## config.mk

```make
export PLATFORM = sky130hd
export DESIGN_NAME = ldpc_alu_top
export DESIGN_NICKNAME = d
export VERILOG_FILES = /design/src/ldpc_alu_pkg.sv /design/src/ldpc_alu_top.sv /design/src/alu_result_sel.sv /design/src/ldpc_unit.sv /design/src/int_alu.sv
export VERILOG_INCLUDE_DIRS = /design/src
export SDC_FILE = /design/constraint.sdc
export NUM_CORES = 1
export LEC_CHECK = 0
export ABC_AREA = 1
export BUFFER_PORTS_ARGS = -buffer_cell sky130_fd_sc_hd__buf_2
export CAP_MARGIN = 5
export CORE_ASPECT_RATIO = 0.6
export CORE_MARGIN = 8
export CORE_UTILIZATION = 37
export DETAILED_ROUTE_END_ITERATION = 8
export GPL_ROUTABILITY_DRIVEN = 1
export PLACE_DENSITY_LB_ADDON = 0.12
export SLEW_MARGIN = 20
export SYNTH_ARGS = -nofsm -noshare
export SYNTH_HDL_FRONTEND = slang
export SYNTH_HIERARCHICAL = 1
export SYNTH_SLANG_ARGS = --single-unit
```

## constraint.sdc

```tcl
create_clock -name clk_i -period 0.8 [get_ports clk_i]
set_input_delay 0.2 -clock clk_i [delete_from_list [all_inputs] [get_ports clk_i]]
set_output_delay 0.2 -clock clk_i [all_outputs]
set_load 0.05 [all_outputs]
```

## src/ldpc_alu_settings.svh

```systemverilog
/*
 * Global sizing of the LDPC-extended functional unit.
 * Data word width, LLR lane width and the LLR saturation bound.
 * Included by the package, the RTL and the testbench model.
 */
`ifndef LDPC_ALU_SETTINGS_SVH
`define LDPC_ALU_SETTINGS_SVH

// Integer data word
`define XLEN 32

// One signed log-likelihood ratio
`define LLR_W 8

// Largest LLR magnitude kept after add/sub
`define LLR_SAT 127

`endif
```

## src/ldpc_alu_pkg.sv

```systemverilog
/*
 * Types shared by the LDPC-extended functional unit and its testbench.
 * Holds the operator encoding, the issue bundle that enters both
 * datapaths and the result bundle that each datapath hands back.
 * Import with a wildcard in the module header.
 */
`include "ldpc_alu_settings.svh"

package ldpc_alu_pkg;

  // --------------------------------------------------
  // Operator encoding
  // --------------------------------------------------
  typedef enum logic [4:0] {
    // Integer group
    ADD, SUB,
    ANDL, ORL, XORL,
    ANDN, ORN, XNOR,
    SLL, SRL, SRA,
    SLTS, SLTU,
    // Branch compares
    EQ, NE, LTS, LTU, GES, GEU,
    // LDPC group, 8-bit LLR lanes
    LDPC_MIN,
    LDPC_ABS,
    LDPC_ADD_SAT,
    LDPC_SUB_SAT,
    LDPC_MINMAX,
    LDPC_MIN_SORTING,
    LDPC_RSIGN_NMESS
  } alu_op_e;

  // --------------------------------------------------
  // Issue bundle
  // --------------------------------------------------
  typedef struct packed {
    alu_op_e          operator;
    logic [`XLEN-1:0] operand_a;
    logic [`XLEN-1:0] operand_b;
    logic [`XLEN-1:0] imm;   // third source, LDPC ops only
  } fu_data_t;

  // Result returned by each datapath
  typedef struct packed {
    logic [`XLEN-1:0] result;
    logic             branch;
  } unit_res_t;

endpackage

```

## src/ldpc_alu_top.sv

```systemverilog
/*
 * Top level of the LDPC-extended functional unit.
 * Both combinational datapaths see the issue bundle directly; the
 * result stage registers the selected output one cycle after issue_i.
 */
`timescale 1ns/1ps
`include "ldpc_alu_settings.svh"

module ldpc_alu_top import ldpc_alu_pkg::*; (
  input  logic             clk_i,
  input  logic             arst_n_i,
  input  logic             issue_i,
  input  fu_data_t         fu_data_i,
  output logic [`XLEN-1:0] result_o,
  output logic             branch_res_o,
  output logic             valid_o
);

  unit_res_t int_res;
  unit_res_t ldpc_res;

  // Integer and LLR datapaths in parallel
  int_alu i_int_alu (
    .fu_data_i (fu_data_i),
    .res_o     (int_res)
  );

  ldpc_unit i_ldpc_unit (
    .fu_data_i (fu_data_i),
    .res_o     (ldpc_res)
  );

  // Registered result
  alu_result_sel i_result_sel (
    .clk_i        (clk_i),
    .arst_n_i     (arst_n_i),
    .issue_i      (issue_i),
    .op_i         (fu_data_i.operator),
    .int_res_i    (int_res),
    .ldpc_res_i   (ldpc_res),
    .result_o     (result_o),
    .branch_res_o (branch_res_o),
    .valid_o      (valid_o)
  );

endmodule

```

## src/alu_result_sel.sv

```systemverilog
/*
 * Result stage of the LDPC-extended functional unit.
 * Picks the LDPC or integer result by operator class and registers
 * result and branch flag when issue_i is high. valid_o pulses for
 * the single cycle after each issue; results hold until the next one.
 */
`timescale 1ns/1ps
`include "ldpc_alu_settings.svh"

module alu_result_sel import ldpc_alu_pkg::*; (
  input  logic             clk_i,
  input  logic             arst_n_i,
  input  logic             issue_i,
  input  alu_op_e          op_i,
  input  unit_res_t        int_res_i,
  input  unit_res_t        ldpc_res_i,
  output logic [`XLEN-1:0] result_o,
  output logic             branch_res_o,
  output logic             valid_o
);

  logic      is_ldpc;
  unit_res_t sel_res;

  // Operator class decode
  always_comb begin
    case (op_i)
      LDPC_MIN, LDPC_ABS,
      LDPC_ADD_SAT, LDPC_SUB_SAT,
      LDPC_MINMAX, LDPC_MIN_SORTING,
      LDPC_RSIGN_NMESS: is_ldpc = 1'b1;
      default:          is_ldpc = 1'b0;
    endcase
  end

  assign sel_res = is_ldpc ? ldpc_res_i : int_res_i;

  // --------------------------------------------------
  // Output registers
  // --------------------------------------------------
  always_ff @(posedge clk_i or negedge arst_n_i) begin
    if (!arst_n_i) begin
      valid_o      <= 1'b0;
      result_o     <= '0;
      branch_res_o <= 1'b0;
    end else begin
      valid_o <= issue_i;
      if (issue_i) begin
        result_o     <= sel_res.result;
        branch_res_o <= sel_res.branch;
      end
    end
  end

endmodule

```

## src/ldpc_unit.sv

```systemverilog
/*
 * LLR datapath of the LDPC-extended functional unit.
 * Bits 7:0 of operand_a, operand_b and imm are read as signed LLRs.
 * Purely combinational; the 8-bit result is zero-extended to the word
 * and the branch flag is always clear.
 */
`timescale 1ns/1ps
`include "ldpc_alu_settings.svh"

module ldpc_unit import ldpc_alu_pkg::*; (
  input  fu_data_t  fu_data_i,
  output unit_res_t res_o
);

  localparam logic signed [`LLR_W:0] SAT_POS = `LLR_SAT;
  localparam logic signed [`LLR_W:0] SAT_NEG = -`LLR_SAT;

  logic signed [`LLR_W-1:0] llr_a;
  logic signed [`LLR_W-1:0] llr_b;
  logic signed [`LLR_W-1:0] llr_imm;

  logic signed [`LLR_W:0]   sum_ext;
  logic signed [`LLR_W:0]   diff_ext;

  logic                     a_ge_b;
  logic [`LLR_W-1:0]        min_ab;
  logic [`LLR_W-1:0]        max_ab;
  logic [`LLR_W-1:0]        abs_a;
  logic [`LLR_W-1:0]        minmax_res;
  logic [`LLR_W-1:0]        sort_res;
  logic                     rsign_keep;
  logic [`LLR_W-1:0]        rsign_res;
  logic [`LLR_W-1:0]        llr_res;

  // Clamp a 9-bit sum to +/-LLR_SAT
  function automatic logic [`LLR_W-1:0] sat_llr(input logic signed [`LLR_W:0] val);
    logic [`LLR_W:0] clamped;
    if (val > SAT_POS) begin
      clamped = SAT_POS;
    end else if (val < SAT_NEG) begin
      clamped = SAT_NEG;
    end else begin
      clamped = val;
    end
    return clamped[`LLR_W-1:0];
  endfunction

  assign llr_a   = fu_data_i.operand_a[`LLR_W-1:0];
  assign llr_b   = fu_data_i.operand_b[`LLR_W-1:0];
  assign llr_imm = fu_data_i.imm[`LLR_W-1:0];

  // --------------------------------------------------
  // Two-operand ops
  // --------------------------------------------------
  // One guard bit so the sum never wraps before clamping
  assign sum_ext  = {llr_a[`LLR_W-1], llr_a} + {llr_b[`LLR_W-1], llr_b};
  assign diff_ext = {llr_a[`LLR_W-1], llr_a} - {llr_b[`LLR_W-1], llr_b};

  assign a_ge_b = (llr_a >= llr_b);
  assign min_ab = a_ge_b ? llr_b : llr_a;
  assign max_ab = a_ge_b ? llr_a : llr_b;

  // -128 has no positive twin and comes back unchanged
  assign abs_a = llr_a[`LLR_W-1] ? -llr_a : llr_a;

  // --------------------------------------------------
  // Three-operand ops
  // --------------------------------------------------
  assign minmax_res = ($signed(llr_imm) >= $signed(max_ab)) ? max_ab : llr_imm;

  // Keep a when it differs from b, otherwise fall back to imm
  assign sort_res = (llr_a != llr_b) ? llr_a : llr_imm;

  // Sign restore of the outgoing message
  assign rsign_keep = fu_data_i.operand_b[0] ^ ~llr_a[`LLR_W-1];
  assign rsign_res  = rsign_keep ? llr_imm : -llr_imm;

  always_comb begin
    case (fu_data_i.operator)
      LDPC_MIN:         llr_res = min_ab;
      LDPC_ABS:         llr_res = abs_a;
      LDPC_ADD_SAT:     llr_res = sat_llr(sum_ext);
      LDPC_SUB_SAT:     llr_res = sat_llr(diff_ext);
      LDPC_MINMAX:      llr_res = minmax_res;
      LDPC_MIN_SORTING: llr_res = sort_res;
      LDPC_RSIGN_NMESS: llr_res = rsign_res;
      default:          llr_res = '0;
    endcase
  end

  assign res_o = '{result: {{(`XLEN-`LLR_W){1'b0}}, llr_res}, branch: 1'b0};

endmodule

```

## src/int_alu.sv

```systemverilog
/*
 * Integer datapath of the LDPC-extended functional unit.
 * Purely combinational: one adder with an optionally inverted operand b,
 * a single arithmetic right shifter reused for left shifts by bit
 * reversal, and one signed/unsigned comparator that serves both SLT
 * and branch resolution. Returns result word and branch flag.
 */
`timescale 1ns/1ps
`include "ldpc_alu_settings.svh"

module int_alu import ldpc_alu_pkg::*; (
  input  fu_data_t  fu_data_i,
  output unit_res_t res_o
);

  localparam int SHAMT_W = $clog2(`XLEN);

  logic [`XLEN-1:0]   operand_a_rev;

  // Adder
  logic               adder_op_b_negate;
  logic [`XLEN:0]     adder_in_a;
  logic [`XLEN:0]     operand_b_neg;
  logic [`XLEN:0]     adder_sum;
  logic [`XLEN-1:0]   adder_result;
  logic               adder_z_flag;

  // Shifter
  logic               shift_left;
  logic               shift_arithmetic;
  logic [SHAMT_W-1:0] shift_amt;
  logic [`XLEN-1:0]   shift_op_a;
  logic [`XLEN:0]     shift_op_a_ext;
  logic [`XLEN:0]     shift_right_result;
  logic [`XLEN-1:0]   shift_left_result;
  logic [`XLEN-1:0]   shift_result;

  // Comparator and outputs
  logic               cmp_signed;
  logic               less;
  logic               branch_res;
  logic [`XLEN-1:0]   int_result;

  // Bit reversal in front of and behind the right shifter
  genvar k;
  generate
    for (k = 0; k < `XLEN; k++) begin : g_rev
      assign operand_a_rev[k]     = fu_data_i.operand_a[`XLEN-1-k];
      assign shift_left_result[k] = shift_right_result[`XLEN-1-k];
    end
  endgenerate

  // --------------------------------------------------
  // Adder
  // --------------------------------------------------
  always_comb begin
    case (fu_data_i.operator)
      SUB, EQ, NE,
      ANDN, ORN, XNOR: adder_op_b_negate = 1'b1;
      default:         adder_op_b_negate = 1'b0;
    endcase
  end

  // Extra LSB carries the +1 of the two's complement into the sum
  assign adder_in_a    = {fu_data_i.operand_a, 1'b1};
  assign operand_b_neg = {fu_data_i.operand_b, 1'b0} ^ {(`XLEN+1){adder_op_b_negate}};
  assign adder_sum     = adder_in_a + operand_b_neg;
  assign adder_result  = adder_sum[`XLEN:1];
  assign adder_z_flag  = ~|adder_result;

  // --------------------------------------------------
  // Shifter
  // --------------------------------------------------
  assign shift_left       = (fu_data_i.operator == SLL);
  assign shift_arithmetic = (fu_data_i.operator == SRA);
  assign shift_amt        = fu_data_i.operand_b[SHAMT_W-1:0];

  assign shift_op_a     = shift_left ? operand_a_rev : fu_data_i.operand_a;
  assign shift_op_a_ext = {shift_arithmetic & shift_op_a[`XLEN-1], shift_op_a};

  // Sign bit is only set for SRA, so SRL and SLL fill with zeros
  assign shift_right_result = $unsigned($signed(shift_op_a_ext) >>> shift_amt);

  assign shift_result = shift_left ? shift_left_result : shift_right_result[`XLEN-1:0];

  // --------------------------------------------------
  // Comparator
  // --------------------------------------------------
  assign cmp_signed = fu_data_i.operator inside {SLTS, LTS, GES};

  assign less = $signed({cmp_signed & fu_data_i.operand_a[`XLEN-1], fu_data_i.operand_a}) <
                $signed({cmp_signed & fu_data_i.operand_b[`XLEN-1], fu_data_i.operand_b});

  // Branch resolve, non-branch ops report taken
  always_comb begin
    case (fu_data_i.operator)
      EQ:       branch_res = adder_z_flag;
      NE:       branch_res = ~adder_z_flag;
      LTS, LTU: branch_res = less;
      GES, GEU: branch_res = ~less;
      default:  branch_res = 1'b1;
    endcase
  end

  // --------------------------------------------------
  // Result mux
  // --------------------------------------------------
  always_comb begin
    case (fu_data_i.operator)
      ADD, SUB:      int_result = adder_result;
      ANDL, ANDN:    int_result = fu_data_i.operand_a & operand_b_neg[`XLEN:1];
      ORL, ORN:      int_result = fu_data_i.operand_a | operand_b_neg[`XLEN:1];
      XORL, XNOR:    int_result = fu_data_i.operand_a ^ operand_b_neg[`XLEN:1];
      SLL, SRL, SRA: int_result = shift_result;
      SLTS, SLTU:    int_result = {{(`XLEN-1){1'b0}}, less};
      // Branch compares and LDPC ops leave the word at zero
      default:       int_result = '0;
    endcase
  end

  assign res_o = '{result: int_result, branch: branch_res};

endmodule

```

## Word-level counts from Yosys, hierarchy flattened

Cells that the tools add are included.

- Register bits after elaboration: 34
- Output and inout bits: 34
- Word-level logic and storage cells: 84

- Eq/ne operators: 26
- Shifts and indexed selects: 1
- Reduce and logical (&&, ||, !) cells: 14
- Add/sub/neg operators: 5
- Order comparisons: 7
- Mux-type cells: 18
- Bitwise operators: 10

Operators by type and width:

| kind | count |
|---|---|
| $pmux 32 s6 | 1 |
| $mux 8 | 10 |
| $mux 32 | 2 |
| $pmux 8 s7 | 1 |
| $eq 5x5->1 const B | 10 |
| $eq 5x4->1 const B | 8 |
| $add 33x33->33 | 1 |
| $lt 33x33->1 | 1 |
| $mux 33 | 1 |
| $sshr 33x5->32 | 1 |
| $xor 33x33->33 | 1 |
| $and 32x32->32 | 1 |
| $or 32x32->32 | 1 |
| $reduce_or 32->1 | 1 |
| $xor 32x32->32 | 1 |
| $eq 5x3->1 const B | 4 |
| $gt 9x8->1 const B | 2 |
| $lt 9x8->1 const B | 2 |
| $ge 8x8->1 | 2 |
| $neg 8->8 | 2 |
| $reduce_or 2->1 | 7 |
| $eq 5x2->1 const B | 2 |
| $add 8x8->9 | 1 |
| $sub 8x8->9 | 1 |
| 13 further kinds | 17 |

## Logic depth before layout (Yosys ltp)

- Depth in word-level cells: 9
- Mapped depth: 34
- Mapped depth without buffers: 32

## Modules after synthesis

The synthesis kept the hierarchy.

Modules (own cells, without submodules):

| module | area each (µm²) | sequential area each (µm²) | cells each | times used |
|---|---|---|---|---|
| int_alu | 7,688.6 | 0.0 | 1,487 | 1 |
| ldpc_unit | 2,702.6 | 0.0 | 503 | 1 |
| alu_result_sel | 1,999.4 | 850.8 | 291 | 1 |

## Worst setup path before layout

No wires, ideal clock.

- Path type: in2reg
- From: input fu_data_i[100] (netlist bit)
- To: register i_result_sel.branch_res_o
- Arrival: 3,212 ps
- Required time: 682 ps
- Setup slack: -2,530 ps
- Path buffers: 3
- Stages on the path: 29
- Cell sequence: inv_2 -> nand2_2 -> nor2_2 -> nand2_2 -> nand3_2 -> buf_6 -> buf_2 -> xor2_1 -> inv_1 -> ha_1 -> a21oi_1 -> o21ai_0 -> a21oi_1 -> nor2_1 -> nor2_1 -> nand2_1 -> nand2_1 -> nand2_1 -> nand2_1 -> nand3_1 -> nor2_1 -> nand3_1 -> o21bai_1 -> nand3_1 -> buf_4 -> inv_1 -> nand2_1 -> nand3_1 -> nand2_1

- Longest elaborated chain between the ends: 9
- Elaborated cells on any way between the ends: 35

RTL lines:

| item | line | text |
|---|---|---|
| start: declaration | ldpc_alu_top.sv:13 | `input fu_data_t fu_data_i,` |
| $eq 5x4->1, or another cell as far along | int_alu.sv:57, int_alu.sv:96 |  |
| $reduce_or 6->1 | int_alu.sv:57 | `case (fu_data_i.operator)` |
| $mux 1 | int_alu.sv:57 |  |
| $xor 33x33->33 | int_alu.sv:66 | `` assign operand_b_neg = {fu_data_i.operand_b, 1'b0} ^ {(`XLEN+1){adder_op_b_negate}}; `` |
| $add 33x33->33 | int_alu.sv:67 | `assign adder_sum = adder_in_a + operand_b_neg;` |
| $reduce_or 32->1 | int_alu.sv:69 | `assign adder_z_flag = ~\|adder_result;` |
| $logic_not 1->1 | int_alu.sv:69 |  |
| $pmux 1 s4 * | int_alu.sv:96 | `case (fu_data_i.operator)` |
| named net i_int_alu.branch_res | int_alu.sv:41 | `logic branch_res;` |
| $mux 33 * | alu_result_sel.sv:36 | `assign sel_res = is_ldpc ? ldpc_res_i : int_res_i;` |
| end signal: assignment | alu_result_sel.sv:50 | `branch_res_o <= sel_res.branch;` |
| end: declaration | alu_result_sel.sv:18 | `output logic branch_res_o,` |

Mark *: on every way through the listed nets, which the timed path passes. The rest lies on a longest branch.
A chain may end at the register's enable or synchronous reset.

==> impl_results.md <==
- Clock Power Share: 7.2%
- Worst Hold Depth: 2
- Largest area contributor in the netlist: nand2_1
- Routed WL: 71000 µm
- Share of cells above drive strength 1: 45.6%
- I/O pin cnt: 138
- Crit path max-delay cell type: ha_4
- Vias in the first global route: 16228
- Worst setup margin: -2.64 ns
- Synth Cell Area: 12400 µm²
- Starting Density: 37.2%
- Post-Synthesis Cells: 2281
- Clk_lat worst skew: 0.27 ns
- Syn. warnings: 6
- Primary FF master, synth: dfrtp_1
- CP Max Fanout: 6
- Crit path buf inv count: 7
- FP Rows: 52
- First-pass GRT wire length: 102000 µm
- Post-route antenna net violation count: 0
- Slew headroom: 60.7%
- Slew @ Worst Pin: 0.583 ns
- # diodes: 0
- VDD IR max: 1.45 mV
- Synthesis-to-layout area growth: 73.9%
- WS Path Type: in2reg
- H-tree lvl count: 2
- P per Cell Area: 1190 nW/µm²
- Largest net degree at the start of global routing: 40
- Final Max Slew Viols: 0
- Wire per inst: 21.4 µm
- Largest cells by area after synthesis: nand2_1, ha_1, inv_1
- Worst Path Arrival: 3.60 ns
- Chip height: 158 µm
- Post-route DRC: 0
- Comb pwr share: 84.1%
- Total clock sinks: 34
- Vias: 17945
- Dpl hpwl: 57100 µm
- CTS buffer count: 5
- Initial antenna violation count: 1
- Area occupied by multi-input gates: 12900 µm²
- Post-route clock period utilization: 430%
- Switching pwr: 13.3 mW
- PortBufs: 113
- RSZ-0062 raised after global routing: yes
- Core Util, Final: 64.7%
- Sequential fraction of design power: 8.7%
- Sequential standard cell area: 891 µm²
- Die area: 39800 µm²
- Async set-reset flop share out of synthesis: 100%
- Worst R2R Path Depth: 3
- P_leak: 10.9 nW
- Die Span X: 252 µm
- Shortest period the worst path allows: 3.44 ns
- #FFs+latches synth: 34
- Nets: 3093
- Clock-pin slew on the worst setup and hold paths: 0.05 ns
- Internal power: 12.3 mW
- Clock tree buffer depth: 2
- Crit start category: input pin
- Crit end category: register
- CTS tree: yes
- Violated checks: setup timing
- Peak Freq: 0.291 GHz
- Max incr delay on CP: 0.29 ns
- Post-DR vias/cell: 5.40
- Unique masters post-synth: 61
- Skew final: 0 ns
- Setup TNS: -83.30 ns
- Top-area cell type share of the netlist area: 21.3%
- Critical path's top delay family: simple AND/OR/NAND/NOR gates
- CP Depth: 31
- Req. time, crit path: 0.96 ns
- Sequential share of the synthesized area: 6.87%
- HP Class: in2reg
- Iteration-0 DRC Markers: 2355
- Syn Area/Cell: 5.43 µm²
- Status: finished, violations left
- Post-synth EDFFs: 0
- GRT Util Overall: 33.8%
- Core footprint: 33300 µm²
- Max Cap Viol: 0
- Grt total ovfl: 0
- Fillers: 3073
- Worst path most repeated cell: nand2_1
- Finish-stage setup viols: 67
- Gpl congestion: 1.07
- Final number of hold-violating endpoints: 0
- DR pass1 iterations: 6
- Root Driver: clkbuf_16
- Net Sw Frac: 52.0%
## power by group through the flow
stage	Sequential, mW	Clock, mW	Combinational [mW]
floorplan	3.04	0	7.75
global placement	2.16	0	15.7
detailed placement	2.16	0	15.8
CTS	2.20	1.90	19.0
global route	2.24	1.98	22.7
finish	2.22	1.85	21.5
## metal layers
layer	GRT usage, %	vias up	wire length [µm]	part of all wire, %
li1	-	8516	-	-
met1	53.6	8453	34200	48
met2	43.5	915	26000	37
met3	11.0	59	10100	14
met4	3.27	2	725	1.0
met5	0	-	12	0.017
## path summary, 6_finish.rpt
check | start | end | slack, ns
worst max-delay path | fu_data_i[100] | i_result_sel/branch_res_o | -2.64
worst min-delay path | issue_i | i_result_sel/valid_o | 0.29
worst max register to register | i_result_sel/result_o[23] | i_result_sel/result_o[23] | 0.03
worst min register to register | i_result_sel/result_o[24] | i_result_sel/result_o[24] | 0.50
max in group asynchronous | arst_n_i | i_result_sel/result_o[27] | 0.16
min in group asynchronous | arst_n_i | i_result_sel/valid_o | 0.44
## cells in the mapped netlist, types with 4 or more instances
library cell,count
nor2_1,146
o221ai_1,4
inv_2,11
buf_6,18
a31oi_1,4
ha_1,123
a21oi_1,89
nand2_4,4
dfrtp_1,34
o21bai_1,5
buf_4,27
o21ai_2,12
inv_1,350
buf_2,27
clkbuf_1,38
mux2i_1,7
o21ai_0,75
nand3b_1,12
o21ai_1,93
o211a_1,6
or2_2,4
xor2_1,38
buf_1,7
nand2_1,702
nand3_1,259
a221oi_1,6
nand2_2,25
nand4_1,59
o22ai_1,11
o211ai_1,24
nor3_1,12
## metrics by stage
stage	power, mW	instances	hold slack (ns)	area [µm²]	setup slack (ns)
detailed placement	18.0	3232	0.180	17400	-3.26
floorplan	10.8	2305	-0.0956	13200	-2.26
CTS	23.1	3285	0.268	19900	-2.54
global route	27.0	3323	0.289	21500	-2.81
finish	25.6	3323	0.289	21500	-2.64
global placement	17.9	3232	0.169	17400	-3.30
## state kept, by name, summed over array words and instances, names as in the netlist
register and count:
i_result_sel/branch_res_o 1, i_result_sel/result_o 32, i_result_sel/valid_o 1
## what timing repair did
item / in CTS / in global routing
cloned: 2 / 2
endpoints found under the hold margin: 34 / 0
resized for setup: 502 / 313
hold buffers: 1 / 0
pin swaps: 170 / 184
setup buffers: 49 / 43
endpoints found under the setup margin: 67 / 67
## cell families (layout without fill, tap and decap cells)
kind of cell	Yosys count	in the layout	share of synthesized area (%)
multiplexers	7	7	0.566
AO/OA/AOI/OAI	351	351	16.6
flip-flops	34	34	6.87
AND/OR/NAND/NOR	1241	1243	43.5
adder cells (fa/ha/maj)	125	125	12.7
other	1	25	0.0303
XOR/XNOR	39	39	2.76
buffers and inverters	483	1040	16.9
## cell usage in the layout (no fill, tap or decap), types with 25 or more instances in the layout
master   count
nand3_1    176
nand2_1    572
nand4_1     59
o21ai_1     67
nand3_4     32
nand3_2     55
ha_1        74
a21oi_1     51
dfrtp_2     32
nor2_4      27
inv_2       72
o21ai_2     50
ha_4        43
conb_1      25
o21ai_0     47
inv_1      272
nand2_2     90
buf_6       77
nor2_1     100
buf_4      481
buf_12      28
buf_2       66
nand2_4     64
## final cells by class
cell class / count / area share [%]
multi-input cells: 1790 / 59.7
clock buffers: 7 / 0.662
inverters: 365 / 6.72
well taps: 459 / 2.67
repair buffers: 668 / 26.1
flip-flops and latches: 34 / 4.13
(Power assumes the default switching activity.)
